<file path="src/hdl/adc_stream_config.svh">
`ifndef ADC_STREAM_CONFIG_SVH
`define ADC_STREAM_CONFIG_SVH

// tone synthesis
`define ADC_TONE_COUNT 8
`define ADC_CHANNEL_COUNT 32
// peak value of every tone
`define ADC_AMPLITUDE 32000
// rotation stages, atan table is sized for 16
`define CORDIC_STAGES 16

// phase steps per sample tick, full turn is 2^32
// 51 Hz
`define TONE_INC_0 32'd21907217
// 61 Hz
`define TONE_INC_1 32'd26202749
// 71 Hz
`define TONE_INC_2 32'd30498282
// 81 Hz
`define TONE_INC_3 32'd34793814
// 91 Hz
`define TONE_INC_4 32'd39089347
// 101 Hz
`define TONE_INC_5 32'd43384880
// 201 Hz
`define TONE_INC_6 32'd86340206
// 301 Hz
`define TONE_INC_7 32'd129295532

// local network address, 192.168.4.x
`define NET_IP_PREFIX 24'hc0a804
// host used when no jumper is fitted
`define NET_IP_DEFAULT_HOST 8'd100
// upper 40 bits of the local MAC
`define NET_MAC_PREFIX 40'h000a350001

`endif

</file>
<file path="src/hdl/adc_stream_pkg.sv">
package adc_stream_pkg;

	// phase, 2^32 per full turn
	typedef logic [31:0] phase_t;
	// signed sine sample
	typedef logic signed [15:0] sample_t;
	// tone number 0..7
	typedef logic [2:0] tone_idx_t;
	typedef logic [7:0] byte_t;
	// address jumpers, active low on the board
	typedef logic [4:0] jumper_t;
	typedef logic [31:0] ipv4_t;
	typedef logic [47:0] mac_t;

	// phase generator to cordic
	typedef struct packed {
		logic valid;
		logic last;
		tone_idx_t idx;
		phase_t phase;
	} tone_phase_t;

	// cordic to serializer
	typedef struct packed {
		logic valid;
		logic last;
		tone_idx_t idx;
		sample_t sample;
	} tone_sample_t;

	// local address for the MAC
	typedef struct packed {
		ipv4_t ip;
		mac_t mac;
	} net_addr_t;

	// frame output FSM
	typedef enum logic {
		ser_idle,
		ser_send
	} ser_state_e;

endpackage

</file>
<file path="src/hdl/tone_phase_gen.sv">
`timescale 1ns/1ps
`include "adc_stream_config.svh"

module tone_phase_gen (
	input logic tx_clk_b,
	input logic rst_n,
	input logic sample_tick,
	output adc_stream_pkg::tone_phase_t phase_out
);

	localparam adc_stream_pkg::tone_idx_t LAST_IDX = 3'(`ADC_TONE_COUNT - 1);

	// per tone phase step
	localparam adc_stream_pkg::phase_t TONE_INC [`ADC_TONE_COUNT] = '{
		`TONE_INC_0, `TONE_INC_1, `TONE_INC_2, `TONE_INC_3,
		`TONE_INC_4, `TONE_INC_5, `TONE_INC_6, `TONE_INC_7
	};

	adc_stream_pkg::phase_t acc [`ADC_TONE_COUNT];
	adc_stream_pkg::tone_idx_t issue_cnt;
	logic busy;

	logic vld_q;
	logic last_q;
	adc_stream_pkg::tone_idx_t idx_q;
	adc_stream_pkg::phase_t phase_q;

	// accumulators and issue sequencing
	always_ff @(posedge tx_clk_b) begin
		if (!rst_n) begin
			busy <= 1'b0;
			issue_cnt <= '0;
			vld_q <= 1'b0;
			for (int t = 0; t < `ADC_TONE_COUNT; t++) begin
				acc[t] <= '0;
			end
		end else begin
			vld_q <= busy;
			if (busy) begin
				issue_cnt <= issue_cnt + 3'd1;
				// done after tone 7
				if (issue_cnt == LAST_IDX) begin
					busy <= 1'b0;
				end
			end else if (sample_tick) begin
				// all tones step together, ticks while busy are dropped
				for (int t = 0; t < `ADC_TONE_COUNT; t++) begin
					acc[t] <= acc[t] + TONE_INC[t];
				end
				busy <= 1'b1;
				issue_cnt <= '0;
			end
		end
	end

	// one tone per cycle
	always_ff @(posedge tx_clk_b) begin
		last_q <= (issue_cnt == LAST_IDX);
		idx_q <= issue_cnt;
		phase_q <= acc[issue_cnt];
	end

	assign phase_out = '{valid: vld_q, last: last_q, idx: idx_q, phase: phase_q};

endmodule

</file>
<file path="src/hdl/cordic_sine.sv">
`timescale 1ns/1ps
`include "adc_stream_config.svh"

module cordic_sine (
	input logic tx_clk_b,
	input logic rst_n,
	input adc_stream_pkg::tone_phase_t phase_in,
	output adc_stream_pkg::tone_sample_t sine_out
);

	localparam int N = `CORDIC_STAGES;
	// two guard bits below the sample lsb
	localparam int FRAC = 2;
	localparam int XY_W = 16 + FRAC + 2;
	// gain of the rotation chain, Kn for 16 stages
	localparam real CORDIC_GAIN = 1.646760;
	localparam int START_MAG = int'(real'(`ADC_AMPLITUDE) * real'(1 << FRAC) / CORDIC_GAIN);

	// atan(2^-i) scaled to 2^32 per turn
	localparam adc_stream_pkg::phase_t ATAN [N] = '{
		32'd536870912, 32'd316933406, 32'd167458907, 32'd85004756,
		32'd42667331, 32'd21354465, 32'd10679838, 32'd5340245,
		32'd2670163, 32'd1335087, 32'd667544, 32'd333772,
		32'd166886, 32'd83443, 32'd41722, 32'd20861
	};

	// side data riding along the vector
	typedef struct packed {
		logic last;
		adc_stream_pkg::tone_idx_t idx;
		logic neg;
	} tag_t;

	logic vld_q [0:N];
	tag_t tag_q [0:N];
	logic signed [XY_W-1:0] x_q [0:N];
	logic signed [XY_W-1:0] y_q [0:N];
	adc_stream_pkg::phase_t z_q [0:N];
	logic signed [XY_W-1:0] y_fin;

	// valid chain, fixed latency N+1
	always_ff @(posedge tx_clk_b) begin
		if (!rst_n) begin
			for (int i = 0; i <= N; i++) begin
				vld_q[i] <= 1'b0;
			end
		end else begin
			vld_q[0] <= phase_in.valid;
			for (int i = 0; i < N; i++) begin
				vld_q[i+1] <= vld_q[i];
			end
		end
	end

	always_ff @(posedge tx_clk_b) begin
		// quadrant fold
		// odd quadrants start on the y axis so y ends as cos
		tag_q[0] <= '{last: phase_in.last, idx: phase_in.idx, neg: phase_in.phase[31]};
		x_q[0] <= phase_in.phase[30] ? XY_W'(0) : XY_W'(START_MAG);
		y_q[0] <= phase_in.phase[30] ? XY_W'(START_MAG) : XY_W'(0);
		// residual angle inside the quadrant
		z_q[0] <= {2'b00, phase_in.phase[29:0]};
		for (int i = 0; i < N; i++) begin
			tag_q[i+1] <= tag_q[i];
			if (z_q[i][31]) begin
				// angle overshot, rotate back
				x_q[i+1] <= x_q[i] + (y_q[i] >>> i);
				y_q[i+1] <= y_q[i] - (x_q[i] >>> i);
				z_q[i+1] <= z_q[i] + ATAN[i];
			end else begin
				x_q[i+1] <= x_q[i] - (y_q[i] >>> i);
				y_q[i+1] <= y_q[i] + (x_q[i] >>> i);
				z_q[i+1] <= z_q[i] - ATAN[i];
			end
		end
	end

	// lower half turn is the mirror of the upper
	assign y_fin = tag_q[N].neg ? -y_q[N] : y_q[N];

	assign sine_out = '{
		valid: vld_q[N],
		last: tag_q[N].last,
		idx: tag_q[N].idx,
		sample: y_fin[FRAC +: 16]
	};

endmodule

</file>
<file path="src/hdl/frame_serializer.sv">
`timescale 1ns/1ps
`include "adc_stream_config.svh"

module frame_serializer (
	input logic tx_clk_b,
	input logic rst_n,
	input adc_stream_pkg::tone_sample_t sine_in,
	output logic adc_ok,
	output adc_stream_pkg::byte_t adc_byte
);

	// channel to tone order of the board's test frame
	localparam adc_stream_pkg::tone_idx_t CH_MAP [`ADC_CHANNEL_COUNT] = '{
		3'd0, 3'd1, 3'd2, 3'd3, 3'd4, 3'd5, 3'd6, 3'd7,
		3'd0, 3'd1, 3'd7, 3'd6, 3'd5, 3'd4, 3'd3, 3'd2,
		3'd1, 3'd6, 3'd5, 3'd0, 3'd2, 3'd4, 3'd7, 3'd5,
		3'd6, 3'd1, 3'd3, 3'd7, 3'd1, 3'd5, 3'd6, 3'd0
	};

	adc_stream_pkg::sample_t tone_tab [`ADC_TONE_COUNT];
	adc_stream_pkg::sample_t frame_buf [`ADC_TONE_COUNT];
	adc_stream_pkg::ser_state_e state_q;
	logic [5:0] byte_cnt;
	logic frame_start;
	adc_stream_pkg::sample_t cur_word;

	// frame starts on tone 7, only when idle
	assign frame_start = sine_in.valid && sine_in.last && (state_q == adc_stream_pkg::ser_idle);

	// collect samples, snapshot the set on last
	always_ff @(posedge tx_clk_b) begin
		if (sine_in.valid) begin
			tone_tab[sine_in.idx] <= sine_in.sample;
		end
		if (frame_start) begin
			// incoming sample bypasses the table
			for (int t = 0; t < `ADC_TONE_COUNT; t++) begin
				if (sine_in.idx == 3'(t)) begin
					frame_buf[t] <= sine_in.sample;
				end else begin
					frame_buf[t] <= tone_tab[t];
				end
			end
		end
	end

	// output FSM, 64 bytes per frame
	always_ff @(posedge tx_clk_b) begin
		if (!rst_n) begin
			state_q <= adc_stream_pkg::ser_idle;
			byte_cnt <= '0;
		end else begin
			case (state_q)
				adc_stream_pkg::ser_idle: begin
					byte_cnt <= '0;
					if (frame_start) begin
						state_q <= adc_stream_pkg::ser_send;
					end
				end
				adc_stream_pkg::ser_send: begin
					byte_cnt <= byte_cnt + 6'd1;
					// last byte of channel 32
					if (byte_cnt == 6'd63) begin
						state_q <= adc_stream_pkg::ser_idle;
					end
				end
				default: state_q <= adc_stream_pkg::ser_idle;
			endcase
		end
	end

	// two bytes per channel
	assign cur_word = frame_buf[CH_MAP[byte_cnt[5:1]]];
	// low byte first
	assign adc_byte = byte_cnt[0] ? cur_word[15:8] : cur_word[7:0];
	assign adc_ok = (state_q == adc_stream_pkg::ser_send);

endmodule

</file>
<file path="src/hdl/net_addr_select.sv">
`timescale 1ns/1ps
`include "adc_stream_config.svh"

module net_addr_select (
	input logic tx_clk_b,
	input logic rst_n,
	input adc_stream_pkg::jumper_t ip_jumpers,
	output adc_stream_pkg::net_addr_t local_addr
);

	adc_stream_pkg::jumper_t host;

	// fitted jumper pulls low
	assign host = ~ip_jumpers;

	always_ff @(posedge tx_clk_b) begin
		if (!rst_n) begin
			local_addr.ip <= {`NET_IP_PREFIX, `NET_IP_DEFAULT_HOST};
			local_addr.mac <= {`NET_MAC_PREFIX, 8'h00};
		end else begin
			// no jumper fitted, fall back to .100
			if (host == '0) begin
				local_addr.ip <= {`NET_IP_PREFIX, `NET_IP_DEFAULT_HOST};
			end else begin
				local_addr.ip <= {`NET_IP_PREFIX, 3'b000, host};
			end
			// MAC low byte follows the jumpers, even when zero
			local_addr.mac <= {`NET_MAC_PREFIX, 3'b000, host};
		end
	end

endmodule

</file>
<file path="src/hdl/adc_stream_top.sv">
`timescale 1ns/1ps

module adc_stream_top (
	input logic tx_clk_b,
	input logic rst_n,
	input logic sample_tick,
	input adc_stream_pkg::jumper_t ip_jumpers,
	output logic adc_ok,
	output adc_stream_pkg::byte_t adc_byte,
	output adc_stream_pkg::net_addr_t local_addr
);

	// phases, one tone per cycle
	adc_stream_pkg::tone_phase_t tone_phase;
	// sines in the same order
	adc_stream_pkg::tone_sample_t tone_sine;

	// tick to phases
	tone_phase_gen tone_phase_gen_i (
		.tx_clk_b (tx_clk_b),
		.rst_n (rst_n),
		.sample_tick (sample_tick),
		.phase_out (tone_phase)
	);

	// phases to sines, 17 cycles
	cordic_sine cordic_sine_i (
		.tx_clk_b (tx_clk_b),
		.rst_n (rst_n),
		.phase_in (tone_phase),
		.sine_out (tone_sine)
	);

	// sines to the MAC byte stream
	frame_serializer frame_serializer_i (
		.tx_clk_b (tx_clk_b),
		.rst_n (rst_n),
		.sine_in (tone_sine),
		.adc_ok (adc_ok),
		.adc_byte (adc_byte)
	);

	// address from jumpers, beside the pipeline
	net_addr_select net_addr_select_i (
		.tx_clk_b (tx_clk_b),
		.rst_n (rst_n),
		.ip_jumpers (ip_jumpers),
		.local_addr (local_addr)
	);

endmodule

</file>
<file path="config.mk">
export PLATFORM = sky130hd
export DESIGN_NAME = adc_stream_top
export DESIGN_NICKNAME = d
export VERILOG_FILES = /design/src/hdl/adc_stream_pkg.sv /design/src/hdl/tone_phase_gen.sv /design/src/hdl/cordic_sine.sv /design/src/hdl/frame_serializer.sv /design/src/hdl/net_addr_select.sv /design/src/hdl/adc_stream_top.sv
export VERILOG_INCLUDE_DIRS = /design/src /design/src/hdl
export SDC_FILE = /design/constraint.sdc
export NUM_CORES = 2
export LEC_CHECK = 0
export ABC_CLOCK_PERIOD_IN_PS = 63700
export BUFFER_PORTS_ARGS = -buffer_cell sky130_fd_sc_hd__buf_2
export CORE_MARGIN = 5
export CORE_UTILIZATION = 40
export DETAILED_ROUTE_END_ITERATION = 8
export HOLD_SLACK_MARGIN = 0.03
export PLACE_DENSITY = 0.58
export REMOVE_ABC_BUFFERS = 1
export SYNTH_ARGS = -nofsm -noshare
export SYNTH_HDL_FRONTEND = slang
export SYNTH_SLANG_ARGS = --single-unit
</file>
<file path="constraint.sdc">
create_clock -name tx_clk_b -period 63.7 [get_ports tx_clk_b]
set_input_delay 6.37 -clock tx_clk_b [delete_from_list [all_inputs] [get_ports tx_clk_b]]
set_output_delay 6.37 -clock tx_clk_b [all_outputs]
set_load 0.005 [all_outputs]
</file>
# Yosys cells after proc, flatten, opt, wreduce, memory -nomap -nowiden
# Memories as Yosys holds them, arrays and structs flattened. A register that Yosys moved wholly into a read port is not among the register bits.
# Cells that the tools add are included.
dict set report classes {
  muxes 200
  bitwise_logic 85
  reduce_logical 6
  addsub 106
  eq_ne 9
  n_lt_le_gt_ge 1
}
# operator count
set op_table {}
lappend op_table {{$mux 32} 24}
lappend op_table {{$mux 20} 32}
lappend op_table {{$add 32x25->32 const B} 4}
lappend op_table {{$add 32x26->32 const B} 4}
lappend op_table {{$mux 16} 8}
lappend op_table {{$mux 1} 125}
lappend op_table {{$add 32x27->32 const B} 3}
lappend op_table {{$or 1x1->1} 81}
lappend op_table {{$add 20x10->20} 2}
lappend op_table {{$add 20x11->20} 2}
lappend op_table {{$add 20x12->20} 2}
lappend op_table {{$add 20x13->20} 2}
lappend op_table {{$add 20x14->20} 2}
lappend op_table {{$add 20x15->20} 2}
lappend op_table {{$add 20x16->20} 2}
lappend op_table {{$add 20x17->20} 2}
lappend op_table {{$add 20x18->20} 2}
lappend op_table {{$add 20x19->20} 2}
lappend op_table {{$add 20x5->20} 2}
lappend op_table {{$add 20x6->20} 2}
lappend op_table {{$add 20x7->20} 2}
lappend op_table {{$add 20x8->20} 2}
lappend op_table {{$add 20x9->20} 2}
lappend op_table {{$sub 20x10->20} 2}
lappend op_table {{other kinds (68)} 94}
dict set report word_totals {
  ram_bits 1838
  word_cells 427
  memories 9
  regBits 96
  input_bits 8
  romBits 96
  out_inout_bits 89
}
# name depth word_bits read_ports rd_clocked_by_memory_dff write_ports line_no
set memory_table {}
lappend memory_table {cordic_sine_i.z_q 17 32 16 0 17 cordic_sine.sv:38} ;# adc_stream_pkg::phase_t z_q [0:N];
lappend memory_table {cordic_sine_i.x_q 17 20 16 0 17 cordic_sine.sv:36} ;# logic signed [XY_W-1:0] x_q [0:N];
lappend memory_table {cordic_sine_i.y_q 17 20 17 0 17 cordic_sine.sv:37} ;# logic signed [XY_W-1:0] y_q [0:N];
lappend memory_table {tone_phase_gen_i.acc 8 32 9 1 8 tone_phase_gen.sv:19} ;# adc_stream_pkg::phase_t acc [`ADC_TONE_COUNT];
lappend memory_table {frame_serializer_i.frame_buf 8 16 1 0 8 frame_serializer.sv:21} ;# adc_stream_pkg::sample_t frame_buf [`ADC_TONE_COUNT];
lappend memory_table {frame_serializer_i.tone_tab 8 16 8 0 1 frame_serializer.sv:20} ;# adc_stream_pkg::sample_t tone_tab [`ADC_TONE_COUNT];
lappend memory_table {{+3 memories} -- -- -- -- -- --}

# Longest topological paths before layout
# An unclocked memory read counts as a cell.
dict set report depth {
  word_depth 6
  mapped_depth 18
}

# Cells and area by module
# Synthesis repeated with hierarchy kept, for this count alone.
dict set report hier_totals {
  hier_cells 10464
  area_unflattened_um2 101045.7
}
# module cells_each n_inst area_per_inst_um2
set modules_own_cells {}
lappend modules_own_cells {cordic_sine 8170 1 72435.7}
lappend modules_own_cells {tone_phase_gen 1508 1 16579.7}
lappend modules_own_cells {frame_serializer 690 1 11183.2}
lappend modules_own_cells {net_addr_select 96 1 847.1}

# Worst setup path after synthesis
# OpenSTA, ideal clock, no wires.
dict set report synth_timing {
  path_type {input port to flip-flop}
  from {in sample_tick}
  to {mem tone_phase_gen_i.acc[0][0] in the netlist's numbering (enable)}
  setup_ns 1.196
  path_slack_ns 38.926
  arrival_ns 23.578
  t_required_ns 62.504
  path_stages 2
  path_cell_list {inv_1 o21ai_0}
}
# element line_no
set synth_rtl {}
lappend synth_rtl {{start, declared} adc_stream_top.sv:6} ;# input logic sample_tick,
lappend synth_rtl {{end, declared} tone_phase_gen.sv:19}

# Worst setup path after layout
dict set report layout_timing {
  from {reg frame_serializer_i.byte_cnt[2]}
  to {out adc_byte[5]}
}
dict set report layout_via {
  elab_chain_len 6
}
# element line_no
set layout_rtl {}
lappend layout_rtl {{start, declared} frame_serializer.sv:23} ;# logic [5:0] byte_cnt;
lappend layout_rtl {{start signal, assigned} frame_serializer.sv:61} ;# byte_cnt <= byte_cnt + 6'd1;
lappend layout_rtl {{$not 5->6 (not written as such)} frame_serializer.sv:73} ;# assign cur_word = frame_buf[CH_MAP[byte_cnt[5:1]]];
lappend layout_rtl {{$mem_v2 32x3} --}
lappend layout_rtl {{$mux 3 (not written as such) (2 in a row)} frame_serializer.sv:73}
lappend layout_rtl {{$mem_v2 8x16} --}
lappend layout_rtl {{$mux 8} frame_serializer.sv:75} ;# assign adc_byte = byte_cnt[0] ? cur_word[15:8] : cur_word[7:0];
lappend layout_rtl {{end, declared} adc_stream_top.sv:9} ;# output adc_stream_pkg::byte_t adc_byte,
# Every way passes these cells. The select of a mux whose other input is x is not followed.

==> key figures <==
Critical path
  – Max stage delay on crit path: roughly 590 ps
  – Internal reg-to-reg setup slack: 58700 ps
  – Levels on crit path: 11
  – Crit path from: frame_serializer_i.byte_cnt[2]
  – Crit. End Element: output pin
  – Critical Path End: adc_byte[5]
  – WS Path Type: reg -> out
  – Worst path cell trace: inv_1, ha_1, a211oi_1, a31oi_1, a21o_1, buf_4, and2_1, a211oi_1, a31oi_1, mux4_2, buf_2
  – Reg2Reg Depth: 14
  – Worst-path fanout max: between 60 and 70
  – Reg-to-Reg Start: cordic_sine_i.z_q[12][31]
  – Slowest-stage cell, CP: mux4_2
  – WP data required: 57330 ps
  – Delay-heaviest family, CP: compound AO/OA/AOI/OAI gates
  – RR Endpoint: cordic_sine_i.y_q[13][19]
  – Buffer and inverter count on the worst path: 3
  – Setup crit start kind: flop
  – Data arrival, critical path: 3870 ps

Min path
  – HP Class: reg -> reg

Die
  – Core Box Area: between 200000 and 250000 um2
  – Boundary Pins: 97
  – Rows: 182
  – Chip height: 505.8 um
  – Initial Util: 0.4009
  – Die X: around 500 um
  – DIE AREA: ~260000 um2

Cells and area
  – Post-layout util: 0.4419
  – Layout cell share with drive strength beyond 1: 0.05639
  – Most common cell after layout, fill and taps aside: dfxtp_1
  – Final Cell Area: 108400 um2
  – # fillers: 23089
  – # nets final: 11394
  – Area Growth Syn to Fin: 10.24%
  – Most frequent cells in the layout: 1186 x dfxtp_1, 1026 x a21oi_1, 1024 x ha_1

CTS
  – Skew-Pair Late Insertion Delay: 860 ps
  – Sinks on Clock Net: 1694
  – Post-CTS repair timing setup buffer count: 0
  – CTS Buf Count: 189
  – Hold_buf cts: 0
  – CTS HTree Levels: 4
  – Max clock buf depth: 3
  – Clock Pin Slew Worst Setup and Hold Paths: 60 ps
  – CTS resizes: 0
  – Root Buffer: clkbuf_16
  – CTS tree: built

Synthesis
  – Post-synth cell types: 91
  – Syn. warnings: 0
  – Synth Flop Type: dfxtp_1
  – Synth Area per Inst: 9.604 um2
  – Mapped cell area: 98310 um2
  – Asr flop ratio synth: 0
  – Yosys reg bits: 1694
  – Post-Syn Instances: just over 10000
  – Number of synthesized flops with an enable pin: 503
  – Sequential element share of the synthesized area: 0.3962

Placed design
  – Cell Area, Placed: between 100000 and 150000 um2
  – Dpl hpwl: 164.7 mm
  – Final Wtd Congestion: 0.8521
  – Port bufs: 28

Timing
  – Final count of hold timing violations: 0
  – Slew Viols, Final: 0
  – Final period util: 0.1608
  – Slew @ Worst Pin: 1142 ps
  – RSZ-0062 raised after global routing: false
  – Post-route minimum period: 10240 ps
  – Max-Slew Margin vs Limit: 0.2358
  – Layout Skew: approximately 67 ps
  – Max Fclk: 97.62 MHz
  – Final setup viols: 0
  – Setup TNS: 0 ps

Global route
  – Total grt overflow: 0
  – Met3 Usage GRT: 0.02154
  – Vias in the first global route: 71355
  – First-pass GRT wire length: 364.0 mm
  – GR peak layer: met2
  – Initial antenna violation count: 7
  – GR Layer Usage met1: 0.2206
  – All-Layer GR Usage: 0.1686
  – Global Route met2 Usage: 0.2936
  – Pin count of the biggest net entering global routing: between 90 and 100

Drt
  – TritonRoute pass-1 iters: 5
  – Drt first-iter violations: 4405
  – Wirelength, routed: around 220 mm
  – DR WL/cell: approximately 16 um
  – Post-DR vias/cell: 5.266
  – Post-route DRC: 0
  – Antenna viol nets, final: 0
  – DR vias: between 70000 and 80000

Run
  – Max-cap viol count: 0

Run status
  – Status: finished, final reports clean
## cell usage after synthesis, drive strengths merged (20+ instances only)
cell type / count / area share
o31a: 22 / 0.0020
o21a: 152 / 0.012
mux4: 67 / 0.015
a31o: 21 / 0.0019
inv: 449 / 0.017
o21ai: 472 / 0.024
a21boi: 45 / 0.0034
nor2: 980 / 0.037
ha: 1024 / 0.13
nand3: 150 / 0.0076
nand2: 558 / 0.021
a21o: 329 / 0.025
a211o: 31 / 0.0028
dfxtp: 1191 / 0.24
nand2b: 126 / 0.0080
and3: 90 / 0.0057
a21oi: 1028 / 0.052
o211ai: 28 / 0.0021
a211oi: 96 / 0.0073
xor2: 449 / 0.040
o2111ai: 20 / 0.0018
nand4: 52 / 0.0033
a31oi: 125 / 0.0080
nor3: 205 / 0.010
fa: 38 / 0.0077
mux2i: 41 / 0.0042
clkbuf: 151 / 0.0058
and2: 132 / 0.0084
nor4: 26 / 0.0018
o41ai: 26 / 0.0023
o21bai: 126 / 0.0096
or3: 80 / 0.0051
edfxtp: 503 / 0.15
a41oi: 20 / 0.0018
xnor2: 791 / 0.070
mux2: 52 / 0.0060
nor3b: 21 / 0.0016
buf: 93 / 0.0062
nor2b: 137 / 0.0087
or2: 28 / 0.0018
o31ai: 45 / 0.0036
## logic make-up (layout without fill, tap and decap cells)
kind of cell,count (synthesis),count (layout),synth area share
AO/OA/AOI/OAI,2729,2729,0.1731
XOR/XNOR,1240,1240,0.1108
adder cells (fa/ha/maj),1062,1062,0.1381
buffers and inverters,696,875,0.02921
flip-flops,1694,1694,0.3962
multiplexers,160,160,0.02548
other,2,69,0.00007639
AND/OR/NAND/NOR,2653,2653,0.1271
## worst reg2reg max path: stages (launching register included)
cell	delay [ps]
dfxtp_1	310
buf_4	320
clkinv_1	950
nor2_1	800
o21ai_0	200
ha_1	380
a21o_1	200
a221o_1	350
and2_1	160
a311o_1	370
a41oi_1	330
a21oi_1	140
o21a_1	190
nor2_1	110
xnor2_1	120
## area by class of cell
type                            instances  area (um2)  share of cell area
Antenna cell                            1       2.502          0.00002309
Clock buffer                          263        5355             0.04941
Clock inverter                         85       983.4            0.009074
Inverter                              452        1697             0.01565
Multi-Input combinational cell       7912       56860              0.5247
Sequential cell                      1694       38960              0.3594
Tap cell                             3220        4029             0.03717
Timing Repair Buffer                   75       493.0            0.004549
## flip-flops by register name, summed over array words and instances (netlist names)
register / count
cordic_sine_i.z_q: 476
cordic_sine_i.y_q: 294
cordic_sine_i.x_q: 260
tone_phase_gen_i.acc: 247
frame_serializer_i.frame_buf: 128
frame_serializer_i.tone_tab: 128
cordic_sine_i.tag_q: 85
tone_phase_gen_i.phase_q: 32
cordic_sine_i.vld_q: 17
net_addr_select_i.local_addr: 11
frame_serializer_i.byte_cnt: 6
tone_phase_gen_i.idx_q: 3
tone_phase_gen_i.issue_cnt: 3
frame_serializer_i.adc_ok: 1
tone_phase_gen_i.busy: 1
tone_phase_gen_i.last_q: 1
tone_phase_gen_i.vld_q: 1
## per-stage QoR
step	setup slack [ps]	cells	hold slack (ps)
2_1_floorplan	38930	10058	309.6
3_3_place_gp	54260	13353	310.7
5_1_grt	53190	13702	294.4
6_report	53460	13702	297.7
3_5_place_dp	54280	13353	312.1
4_1_cts	53330	13701	293.0
## worst min path at each step
stage	start	endpoint	slack [ps]	cells after the start
floorplan	tone_phase_gen_i.phase_q[31]	cordic_sine_i.tag_q[0][0]	310	0
CTS	cordic_sine_i.z_q[0][13]	cordic_sine_i.z_q[1][13]	290	0
global placement	cordic_sine_i.tag_q[0][13]	cordic_sine_i.tag_q[0][18]	310	0
global route	cordic_sine_i.z_q[0][13]	cordic_sine_i.z_q[1][13]	290	0
detailed placement	cordic_sine_i.tag_q[0][30]	cordic_sine_i.tag_q[0][35]	310	0
finish	cordic_sine_i.z_q[0][13]	cordic_sine_i.z_q[1][13]	300	0
## per-layer routing
| layer | routed length [um] | vias to the layer above |
|---|---|---|
| met3 | 7426 | 367 |
| met5 | 0 | - |
| met4 | 5281 | 0 |
| met1 | 103100 | 33986 |
| li1 | - | 36717 |
| met2 | 106200 | 1081 |
Power is not shown: default switching activity piles up to over one toggle a cycle in this logic, so the estimate is an artifact.
